### src/cce_pkg.sv
/*
  shared types for the microcoded coherence core
  instruction is 28 bits: op, minor op, three register fields and a 16-bit imm
  minor opcodes overlap between classes, so the minor op is a union of enums
  imm also carries branch target, wfq mask {req, resp} and queue select in bit 0
*/
package cce_pkg;

  localparam int cce_data_width_c = 16;
  localparam int cce_inst_width_c = 28;

  typedef enum logic [2:0] {
    e_op_alu    = 3'd0,
    e_op_branch = 3'd1,
    e_op_move   = 3'd2,
    e_op_queue  = 3'd3,
    e_op_misc   = 3'd4
  } cce_op_e;

  typedef enum logic [2:0] {
    e_add_op = 3'd0,
    e_sub_op = 3'd1,
    e_and_op = 3'd2,
    e_or_op  = 3'd3
  } cce_alu_op_e;

  typedef enum logic [2:0] {
    e_beq_op = 3'd0,
    e_bne_op = 3'd1,
    e_bi_op  = 3'd2
  } cce_branch_op_e;

  typedef enum logic [2:0] {
    e_wfq_op   = 3'd0,
    e_popq_op  = 3'd1,
    e_pushq_op = 3'd2
  } cce_queue_op_e;

  typedef enum logic [2:0] {
    e_stop_op = 3'd0
  } cce_misc_op_e;

  // one 3-bit field, read according to the major op
  typedef union packed {
    cce_alu_op_e    alu;
    cce_branch_op_e branch;
    cce_queue_op_e  queue;
    cce_misc_op_e   misc;
  } cce_minor_op_e;

  typedef enum logic [1:0] {e_r0, e_r1, e_r2, e_r3} cce_gpr_e;

  typedef enum logic {e_src_q_req, e_src_q_resp} cce_src_q_e;

  typedef enum logic {e_dst_q_cmd, e_dst_q_data} cce_dst_q_e;

  // register write source
  typedef enum logic [1:0] {e_gpr_w_alu, e_gpr_w_imm, e_gpr_w_queue} cce_gpr_w_sel_e;

  typedef struct packed {
    cce_op_e                     op;
    cce_minor_op_e               minor_op;
    cce_gpr_e                    dst;
    cce_gpr_e                    src_a;
    cce_gpr_e                    src_b;
    logic [cce_data_width_c-1:0] imm;
  } cce_inst_s;

  typedef struct packed {
    logic [cce_data_width_c-1:0] payload;
  } cce_msg_s;

  typedef struct packed {
    logic                        alu_v;
    logic                        branch_v;
    // minor op of alu and branch instructions
    cce_minor_op_e               alu_op;
    cce_gpr_e                    src_a;
    cce_gpr_e                    src_b;
    cce_gpr_e                    dst;
    logic [cce_data_width_c-1:0] imm;
    logic [3:0]                  gpr_w_mask;
    cce_gpr_w_sel_e              gpr_w_sel;
    cce_src_q_e                  pop_src;
    logic                        req_ready;
    logic                        resp_ready;
    logic                        cmd_v;
    logic                        data_v;
  } cce_decoded_s;

endpackage

### src/cce_exec.sv
/*
  register file, ALU and branch resolution
  four 16-bit registers, cleared by reset
  writes follow the decoded one-hot mask, which is zero on a stalled instruction
  outgoing payload is always register src_a, qualified by the push valids
*/
`timescale 1ns/1ps

module cce_exec
  import cce_pkg::*;
  (input                  clk_i
   , input                reset_i
   , input cce_decoded_s  decoded_i
   , input                decoded_v_i
   // input queue payloads
   , input cce_msg_s      req_i
   , input cce_msg_s      resp_i
   , output logic         branch_taken_o
   , output cce_msg_s     out_msg_o
  );

  logic [cce_data_width_c-1:0] gpr_r [4];
  logic [cce_data_width_c-1:0] src_a, src_b;
  logic [cce_data_width_c-1:0] alu_res;
  logic [cce_data_width_c-1:0] wr_data;
  logic                        branch_cond;

  assign src_a = gpr_r[decoded_i.src_a];
  assign src_b = gpr_r[decoded_i.src_b];

  always_comb begin
    alu_res = '0;
    if (decoded_i.alu_v) begin
      case (decoded_i.alu_op.alu)
        e_add_op: alu_res = src_a + src_b;
        e_sub_op: alu_res = src_a - src_b;
        e_and_op: alu_res = src_a & src_b;
        e_or_op:  alu_res = src_a | src_b;
        default:  alu_res = '0;
      endcase
    end
  end

  always_comb begin
    case (decoded_i.alu_op.branch)
      e_beq_op: branch_cond = src_a == src_b;
      e_bne_op: branch_cond = src_a != src_b;
      e_bi_op:  branch_cond = 1'b1;
      default:  branch_cond = 1'b0;
    endcase
    branch_taken_o = decoded_v_i & decoded_i.branch_v & branch_cond;
  end

  always_comb begin
    case (decoded_i.gpr_w_sel)
      e_gpr_w_imm:   wr_data = decoded_i.imm;
      e_gpr_w_queue: wr_data = (decoded_i.pop_src == e_src_q_req) ? req_i.payload
                                                                   : resp_i.payload;
      default:       wr_data = alu_res;
    endcase
  end

  always_ff @(posedge clk_i) begin
    if (reset_i) begin
      for (int i = 0; i < 4; i++) begin
        gpr_r[i] <= '0;
      end
    end else begin
      for (int i = 0; i < 4; i++) begin
        if (decoded_i.gpr_w_mask[i]) begin
          gpr_r[i] <= wr_data;
        end
      end
    end
  end

  assign out_msg_o.payload = src_a;

endmodule

### src/cce_inst_decode.sv
/*
  combinational instruction decode and PC stall
  output queues follow ready-then-valid: push valid only rises with ready
  pop ready only rises with the selected input valid
  register writes are zeroed whenever the instruction stalls
  halted flag is set one cycle after stop is decoded and cleared by reset only
*/
`timescale 1ns/1ps

module cce_inst_decode
  import cce_pkg::*;
  #(parameter int prog_addr_width_p = 6)
  (input                  clk_i
   , input                reset_i
   , input cce_inst_s     inst_i
   , input                inst_v_i
   // input queue valids
   , input                req_v_i
   , input                resp_v_i
   // output queue readies
   , input                cmd_ready_i
   , input                data_ready_i
   , output cce_decoded_s decoded_o
   , output logic         decoded_v_o
   , output logic         pc_stall_o
   , output logic         halted_o
  );

  logic is_alu, is_branch, is_move;
  logic wfq_op, popq_op, pushq_op, stop_op;
  cce_src_q_e pop_sel;
  cce_dst_q_e push_sel;
  logic pop_q_v, push_q_ready, wfq_hit;
  logic gpr_w_v;
  logic halted_r;

  always_comb begin
    is_alu    = inst_i.op == e_op_alu;
    is_branch = inst_i.op == e_op_branch;
    is_move   = inst_i.op == e_op_move;
    wfq_op    = (inst_i.op == e_op_queue) && (inst_i.minor_op.queue == e_wfq_op);
    popq_op   = (inst_i.op == e_op_queue) && (inst_i.minor_op.queue == e_popq_op);
    pushq_op  = (inst_i.op == e_op_queue) && (inst_i.minor_op.queue == e_pushq_op);
    stop_op   = (inst_i.op == e_op_misc) && (inst_i.minor_op.misc == e_stop_op);

    pop_sel  = cce_src_q_e'(inst_i.imm[0]);
    push_sel = cce_dst_q_e'(inst_i.imm[0]);

    pop_q_v      = (pop_sel == e_src_q_req) ? req_v_i : resp_v_i;
    push_q_ready = (push_sel == e_dst_q_cmd) ? cmd_ready_i : data_ready_i;
    // mask bit 1 is request, bit 0 is response
    wfq_hit = |(inst_i.imm[1:0] & {req_v_i, resp_v_i});

    pc_stall_o = inst_v_i & (stop_op
                             | (wfq_op & ~wfq_hit)
                             | (popq_op & ~pop_q_v)
                             | (pushq_op & ~push_q_ready));
    decoded_v_o = inst_v_i & ~pc_stall_o;
  end

  always_comb begin
    decoded_o = '0;
    gpr_w_v   = decoded_v_o & (is_alu | is_move | popq_op);
    if (inst_v_i) begin
      decoded_o.alu_v    = is_alu;
      decoded_o.branch_v = is_branch;
      decoded_o.alu_op   = inst_i.minor_op;
      decoded_o.src_a    = inst_i.src_a;
      decoded_o.src_b    = inst_i.src_b;
      decoded_o.dst      = inst_i.dst;
      // branch imm is trimmed to the program address range
      if (is_branch) begin
        decoded_o.imm = {{(cce_data_width_c-prog_addr_width_p){1'b0}},
                         inst_i.imm[prog_addr_width_p-1:0]};
      end else begin
        decoded_o.imm = inst_i.imm;
      end

      decoded_o.gpr_w_mask = gpr_w_v ? (4'b0001 << inst_i.dst) : 4'b0000;
      if (is_move) begin
        decoded_o.gpr_w_sel = e_gpr_w_imm;
      end else if (popq_op) begin
        decoded_o.gpr_w_sel = e_gpr_w_queue;
      end else begin
        decoded_o.gpr_w_sel = e_gpr_w_alu;
      end
      decoded_o.pop_src = pop_sel;

      // dequeue only in the cycle the selected queue is valid
      decoded_o.req_ready  = popq_op & (pop_sel == e_src_q_req) & req_v_i;
      decoded_o.resp_ready = popq_op & (pop_sel == e_src_q_resp) & resp_v_i;
      // enqueue only in the cycle the selected queue is ready
      decoded_o.cmd_v  = pushq_op & (push_sel == e_dst_q_cmd) & cmd_ready_i;
      decoded_o.data_v = pushq_op & (push_sel == e_dst_q_data) & data_ready_i;
    end
  end

  always_ff @(posedge clk_i) begin
    if (reset_i) begin
      halted_r <= 1'b0;
    end else if (inst_v_i && stop_op) begin
      halted_r <= 1'b1;
    end
  end

  assign halted_o = halted_r;

endmodule

### src/cce_pc.sv
/*
  program memory and program counter
  program is loaded only while run_i is low, no read-during-write handling
  execution starts at address 0 one cycle after run_i rises
  branch target comes from the low bits of the instruction imm
*/
`timescale 1ns/1ps

module cce_pc
  import cce_pkg::*;
  #(parameter int prog_addr_width_p = 6)
  (input                                clk_i
   , input                              reset_i
   , input                              run_i
   // program load port
   , input                              load_v_i
   , input [prog_addr_width_p-1:0]      load_addr_i
   , input [cce_inst_width_c-1:0]       load_inst_i
   // control from decode and execute
   , input                              pc_stall_i
   , input                              branch_taken_i
   , output cce_inst_s                  inst_o
   , output logic                       inst_v_o
  );

  localparam int prog_depth_lp = 2 ** prog_addr_width_p;

  logic [cce_inst_width_c-1:0] prog_mem [prog_depth_lp];

  logic [prog_addr_width_p-1:0] pc_r;
  logic [prog_addr_width_p-1:0] pc_next;
  logic                         run_r;

  always_ff @(posedge clk_i) begin
    if (load_v_i && !run_i) begin
      prog_mem[load_addr_i] <= load_inst_i;
    end
  end

  // asynchronous read of the current instruction
  assign inst_o   = cce_inst_s'(prog_mem[pc_r]);
  assign inst_v_o = run_r;

  always_comb begin
    if (!run_r) begin
      pc_next = '0;
    end else if (pc_stall_i) begin
      pc_next = pc_r;
    end else if (branch_taken_i) begin
      pc_next = inst_o.imm[prog_addr_width_p-1:0];
    end else begin
      pc_next = pc_r + 1'b1;
    end
  end

  always_ff @(posedge clk_i) begin
    if (reset_i) begin
      pc_r  <= '0;
      run_r <= 1'b0;
    end else begin
      pc_r  <= pc_next;
      run_r <= run_i;
    end
  end

endmodule

### src/cce_top.sv
/*
  microcoded coherence core top level
  load the program with run_i low, then raise run_i to execute from address 0
  all queues use valid/ready; a transfer happens when both are high
  command and data outputs share one payload, only the matching valid is raised
*/
`timescale 1ns/1ps

module cce_top
  import cce_pkg::*;
  #(parameter int prog_addr_width_p = 6)
  (input                              clk_i
   , input                            reset_i
   , input                            run_i
   , output logic                     halted_o
   // program load port
   , input                            load_v_i
   , input [prog_addr_width_p-1:0]    load_addr_i
   , input [cce_inst_width_c-1:0]     load_inst_i
   // input queues
   , input cce_msg_s                  req_i
   , input                            req_v_i
   , output logic                     req_ready_o
   , input cce_msg_s                  resp_i
   , input                            resp_v_i
   , output logic                     resp_ready_o
   // output queues
   , output cce_msg_s                 cmd_o
   , output logic                     cmd_v_o
   , input                            cmd_ready_i
   , output cce_msg_s                 data_o
   , output logic                     data_v_o
   , input                            data_ready_i
  );

  cce_inst_s    inst;
  logic         inst_v;
  cce_decoded_s decoded;
  logic         decoded_v;
  logic         pc_stall;
  logic         branch_taken;
  cce_msg_s     out_msg;

  cce_pc #(.prog_addr_width_p(prog_addr_width_p)) pc (
    .clk_i, .reset_i, .run_i, .load_v_i, .load_addr_i, .load_inst_i
    , .pc_stall_i(pc_stall), .branch_taken_i(branch_taken)
    , .inst_o(inst), .inst_v_o(inst_v));

  cce_inst_decode #(.prog_addr_width_p(prog_addr_width_p)) inst_decode (
    .clk_i, .reset_i, .inst_i(inst), .inst_v_i(inst_v)
    , .req_v_i, .resp_v_i, .cmd_ready_i, .data_ready_i
    , .decoded_o(decoded), .decoded_v_o(decoded_v)
    , .pc_stall_o(pc_stall), .halted_o);

  cce_exec exec (
    .clk_i, .reset_i, .decoded_i(decoded), .decoded_v_i(decoded_v)
    , .req_i, .resp_i, .branch_taken_o(branch_taken), .out_msg_o(out_msg));

  assign req_ready_o  = decoded.req_ready;
  assign resp_ready_o = decoded.resp_ready;
  assign cmd_v_o      = decoded.cmd_v;
  assign data_v_o     = decoded.data_v;
  assign cmd_o        = out_msg;
  assign data_o       = out_msg;

endmodule

### config.mk
export PLATFORM = sky130hd
export DESIGN_NAME = cce_top
export DESIGN_NICKNAME = d
export VERILOG_FILES = /design/src/cce_pkg.sv /design/src/cce_exec.sv /design/src/cce_inst_decode.sv /design/src/cce_pc.sv /design/src/cce_top.sv
export SDC_FILE = /design/constraint.sdc
export NUM_CORES = 2
export LEC_CHECK = 0
export ABC_AREA = 1
export CORE_AREA = 4 4 479 481
export CTS_BUF_LIST = sky130_fd_sc_hd__clkbuf_4
export DETAILED_ROUTE_END_ITERATION = 10
export DIE_AREA = 0 0 483 485
export DONT_BUFFER_PORTS = 1
export HOLD_SLACK_MARGIN = 0.08
export PLACE_DENSITY_LB_ADDON = 0.05
export SETUP_SLACK_MARGIN = 0.05
export SLEW_MARGIN = 5
export SYNTH_ARGS = -nofsm -noshare
export SYNTH_HDL_FRONTEND = slang
export SYNTH_SLANG_ARGS = --single-unit
### constraint.sdc
create_clock -name clk_i -period 8.66 [get_ports clk_i]
set_clock_uncertainty 0.05 [all_clocks]
set_input_delay 1.732 -clock clk_i [delete_from_list [all_inputs] [get_ports clk_i]]
set_output_delay 1.732 -clock clk_i [all_outputs]
set_load 0.05 [all_outputs]
# == After elaboration in Yosys (flattened, before gate mapping) ==
# Memories as Yosys holds them, arrays and structs flattened. A register that Yosys moved wholly into a read port is not among the register bits.
# Cells that the tools add are included.
# totals
register_bits,8
mem_count,2
out_inout_bits,37
in_bits,74
wordCells,103
mem_bits_ro,0
latchBits,0
ram_bits,1856
# mem_list
memory,depth,word_bits,rd,rd_ports_with_merged_regs,wr,line_no,text
pc.prog_mem,64,28,1,1,1,cce_pc.sv:28,logic [cce_inst_width_c-1:0] prog_mem [prog_depth_lp];
exec.gpr_r,4,16,2,0,4,cce_exec.sv:22,logic [cce_data_width_c-1:0] gpr_r [4];
# classes
div,0
reduce_logical,12
bitwise_logic,34
n_shift,1
n_lt_le_gt_ge,0
add_sub_neg,3
n_eq_ne,13
muxes,35
mul,0
# op_table
cell,count
$mux 16,7
$pmux 16 s4,1
$mux 38,1
$pmux 16 s2,1
$mux 1,18
$mux 6,3
$add 16x16->16,1
$and 1x1->1,16
$and 16x16->16,1
$eq 16x16->1,1
$ne 16x16->1,1
$or 16x16->16,1
$sub 16x16->16,1
$eq 3x2->1 const B,5
$eq 3x1->1 const B,3
$logic_not 3->1,3
$or 1x1->1,9
$add 6x1->6 const B,1
$logic_and 1x1->1,6
$not 1->1,6
$mux 2,2
$mux 4,1
$reduce_or 2->1,2
$shl 1x2->4 const A,1
6 further kinds,6

# == Depth between registers and ports, before layout ==
# An unclocked memory read counts as a cell.
# logic_depth
word_depth,20
depth_mapped,36
mapped_depth_nobuf,30

# == By module ==
# Synthesis repeated with hierarchy kept, for this count alone.
# unflattened
cells_unflattened,6629
area_unflattened_um2,78306.4
# modules_own_cells
module,cells_each,area_each_um2,instances
cce_pc,5515,71255.8,1
cce_exec,983,6441.2,1
cce_inst_decode,115,489.2,1
cce_top,16,120.1,1

# == Worst setup path before layout ==
# No wires, ideal clock.
# synth_path
kind,reg-to-reg
startpoint,register (tool-made name)
endpoint,"memory exec.gpr_r[0][13], data pin"
path_stages_with_launch,34
setup_ns,0.261
path_slack_ns,3.381
arrival_ns,4.969
synth_period_minus_slack_ns,5.279
required_ns,8.349
cell_sequence,dfxtp_1 buf_4 inv_4 buf_8 buf_6 buf_6 buf_6 buf_4 nor2_1 o22ai_1 nor2_1 o211ai_1 nand3_1 a21oi_4 buf_2 o211ai_1 nand2_1 inv_1 ha_1 clkbuf_1 inv_1 nor3_1 nand2_1 nand2_1 a21boi_0 o21ai_0 a21oi_1 or2_2 nand3_1 o21ai_0 nor2_1 nor2_1 nor2_1 nor2_1
# synth_rtl
element,line_no
to (decl),cce_exec.sv:22

==> results.cfg <==
[status]
status = finished clean

[synthesis]
synth-edff-count = 1856
yosys_warnings = 0
yosysMostFrequentCell = edfxtp_1
synth.largest_area_cell = edfxtp_1
synthCells = 6518
synth_seq_area_share_pct = 71.3
ys.flop_type = edfxtp_1
synthArstFlopShare_pct = 0
synthesis.nets = 6647
syn_area_sq_um = 78600
yosys.cell_types.count = 56
synth_area_leaders = edfxtp_1 (71%), nand2_1 (6.8%), nand3_1 (5.4%)
ys_ff_latch = 1870
synth_top_area_share_pct = 70.9
synthTopCellsByCount = edfxtp_1 (1856), nand2_1 (1424), nand3_1 (851)
synth.avg_cell_area_sq_um = 12.1

[drt]
viasPerCell = 5.35
drtIter0Drc = 4724
wl_microns = 275000
wl_per_cell_microns = 27.1
firstDrtPassIters = 5
drc = 0
via_count = 54200
postRouteAntennaNets = 0

[cts]
cts_sinks = 1870
h-tree-depth = 6
post_cts_buffers = 0
clockRootBuffer = clkbuf_4
clk_pin_slew_ns = 0.08
cts_buffers = 551
clockBufferDepth = 4
clk_latency_ns = 1.36
cts_tree = built
ctsResizeCount = 0
ctsHoldBuffers = 0

[timing]
period_share_pct = 91.8
setup_viol = 0
worstMarginPinSlew_ns = 1.10
timing.hold.ws_ns = 0.417
period_needed_ns = 7.95
finalSetupTns_ns = 0
fmax_mhz = 126
hold_violations = 0
rsz0062_at_grt = no
maxSlewHeadroom_pct = 26.1
slew_violations = 0

[power_and_ir_drop]
leakage_uw = 0.0305
peakVddDrop_mv = 0.101
power_density_nw_per_um2 = 214

[cells_and_area]
nets = 6921
postLayoutCellArea_sq_um = 88400
fin_cells = 10100
postLayoutCoreUtil_pct = 39.3
drive_above_1_share_pct = 16.0
area_delta_synth_final_pct = 12.4
multiInputGateArea_sq_um = 20000
regArea_sq_um = 56000
fillers = 21900

[run]
drv_cap = 0

[floorplan]
core-area_sq_um = 225000
start_util_pct = 35.0
rows = 174
die_area_sq_um = 234000
die_width_microns = 483
ios = 111
die_h_microns = 485

[global_route]
antenna_found_initial = 13
grt_pass1_wl_microns = 392000
grt_max_degree = 191
grt_overflow = 0
grt_pass1_vias = 52800
grt_util_all_layers_pct = 22.8

[placement]
gp_congestion = 0.840
dp.cells = 9231
port_buffers = 0
hpwl_microns = 145000
place_area_sq_um = 81800

[worst_setup_path]
slowest_stage = buf_4
critical_path.most_common_cell = nand2_1
r2r_end = exec.gpr_r[1][13]
ff2ff_setup_slack_ns = 1.05
crit_chain = inv_16 > buf_4 > buf_4 > nand2_1 > nand3_1 > nand3_1 > nand2_1 > nand2_1 > nand3_1 > nand3_1 > nand2_1 > nor2_2 > nand3_2 > inv_1 > nand2_1 > nor2_1 > buf_4
startpoint_type = flop
ff2ff_path_depth = 29
end_kind = primary output
critPathKind = flop to primary output
arrival_ns = 6.16
slowest_delay_ns = 0.60
path_max_fanout = 190
cp.required_ns = 6.88

[worst_hold_path]
hold_path.class = input port to flop
whs_endpoint = pc.inst_v_o
min_from = reset_i
hold_depth = 1
==> worst max-delay path by stage <==
stage,endpoint,slack (ns),depth (start not counted),startpoint
finish,cmd_v_o,0.71,17,flop
global route,cmd_v_o,0.23,16,flop
CTS,cmd_v_o,0.51,16,flop
detailed placement,exec.gpr_r[1][13],1.19,28,flop
global placement,exec.gpr_r[3][12],1.22,29,flop
floorplan,exec.gpr_r[0][13],3.38,33,flop
==> metal layers <==
layer | vias up | part of all wire, % | routed length (microns) | global-route usage [%]
met4 | 0 | 2.0 | 5420 | 5.96
met2 | 1762 | 45 | 124000 | 35.3
met3 | 388 | 5.6 | 15400 | 4.10
met5 | - | 0 | 0 | 0
met1 | 27600 | 47 | 130000 | 33.0
li1 | 24500 | - | - | -
==> worst max-delay path: cells and delay by family, from the launching register on <==
kind | cells | cell delay [ns]
simple gates | 12 | 2.17
buf+inv | 5 | 2.03
flops | 1 | 0.48
==> cells by family (layout without fill, tap and decap cells) <==
group | Yosys count | count (layout) | synth area share, %
AO/OA/AOI/OAI | 1017 | 1017 | 7.89
XOR/XNOR | 17 | 17 | 0.189
adder cells (fa/ha/maj) | 55 | 55 | 0.895
buffers and inverters | 581 | 1196 | 3.85
flip-flops | 1870 | 1870 | 71.3
other | 0 | 12 | 0
AND/OR/NAND/NOR | 2978 | 2978 | 15.9
==> registers in the layout, indices dropped and copies added, names as in the netlist, named ones only <==
name / cells
pc.pc_r: 6
exec.gpr_r: 64
pc.prog_mem: 1792
pc.inst_v_o: 1
inst_decode.halted_o: 1
==> metrics by stage <==
| step | power [uW] | setup WS [ns] |
|---|---|---|
| 4_1_cts | 19200 | 0.512 |
| 3_3_place_gp | 11000 | 1.22 |
| 2_1_floorplan | 10800 | 3.38 |
| 6_report | 18900 | 0.714 |
| 3_5_place_dp | 11000 | 1.19 |
| 5_1_grt | 19800 | 0.228 |
==> cells in the final DEF, fill, tap and decap left out, types with 9 or more instances in the layout <==
cell type and instances:
clkinv_2 9, nand4_1 15, a21oi_1 147, clkinv_1 71, buf_4 151, o21ai_0 401, nand3_1 851, o22ai_1 151
nor2_1 570, o211ai_1 116, o21ai_1 56, a32o_1 32, edfxtp_1 1856, xor2_1 13, a221oi_1 17, diode_2 12
ha_1 53, o221ai_1 40, nand2_1 1424, inv_1 109, buf_12 14, or2_2 15, clkbuf_4 789, inv_2 37
nor2_4 66, a221o_1 11
==> power breakdown <==
part | total (uW) | switching (uW) | internal (uW)
clock network | 8140 | 3760 | 4380
registers | 10000 | 17.4 | 9990
logic | 776 | 572 | 204
total | 18900 | 4350 | 14600
==> final cells by class <==
class | count | area share [%]
Tap cell | 2992 | 4.24
Antenna cell | 12 | 0.0340
Multi-Input combinational cell | 4067 | 22.7
Clock inverter | 105 | 0.714
Timing Repair Buffer | 165 | 1.60
Inverter | 137 | 0.623
Sequential cell | 1870 | 63.4
Clock buffer | 789 | 6.70
(Power assumes the default switching activity.)
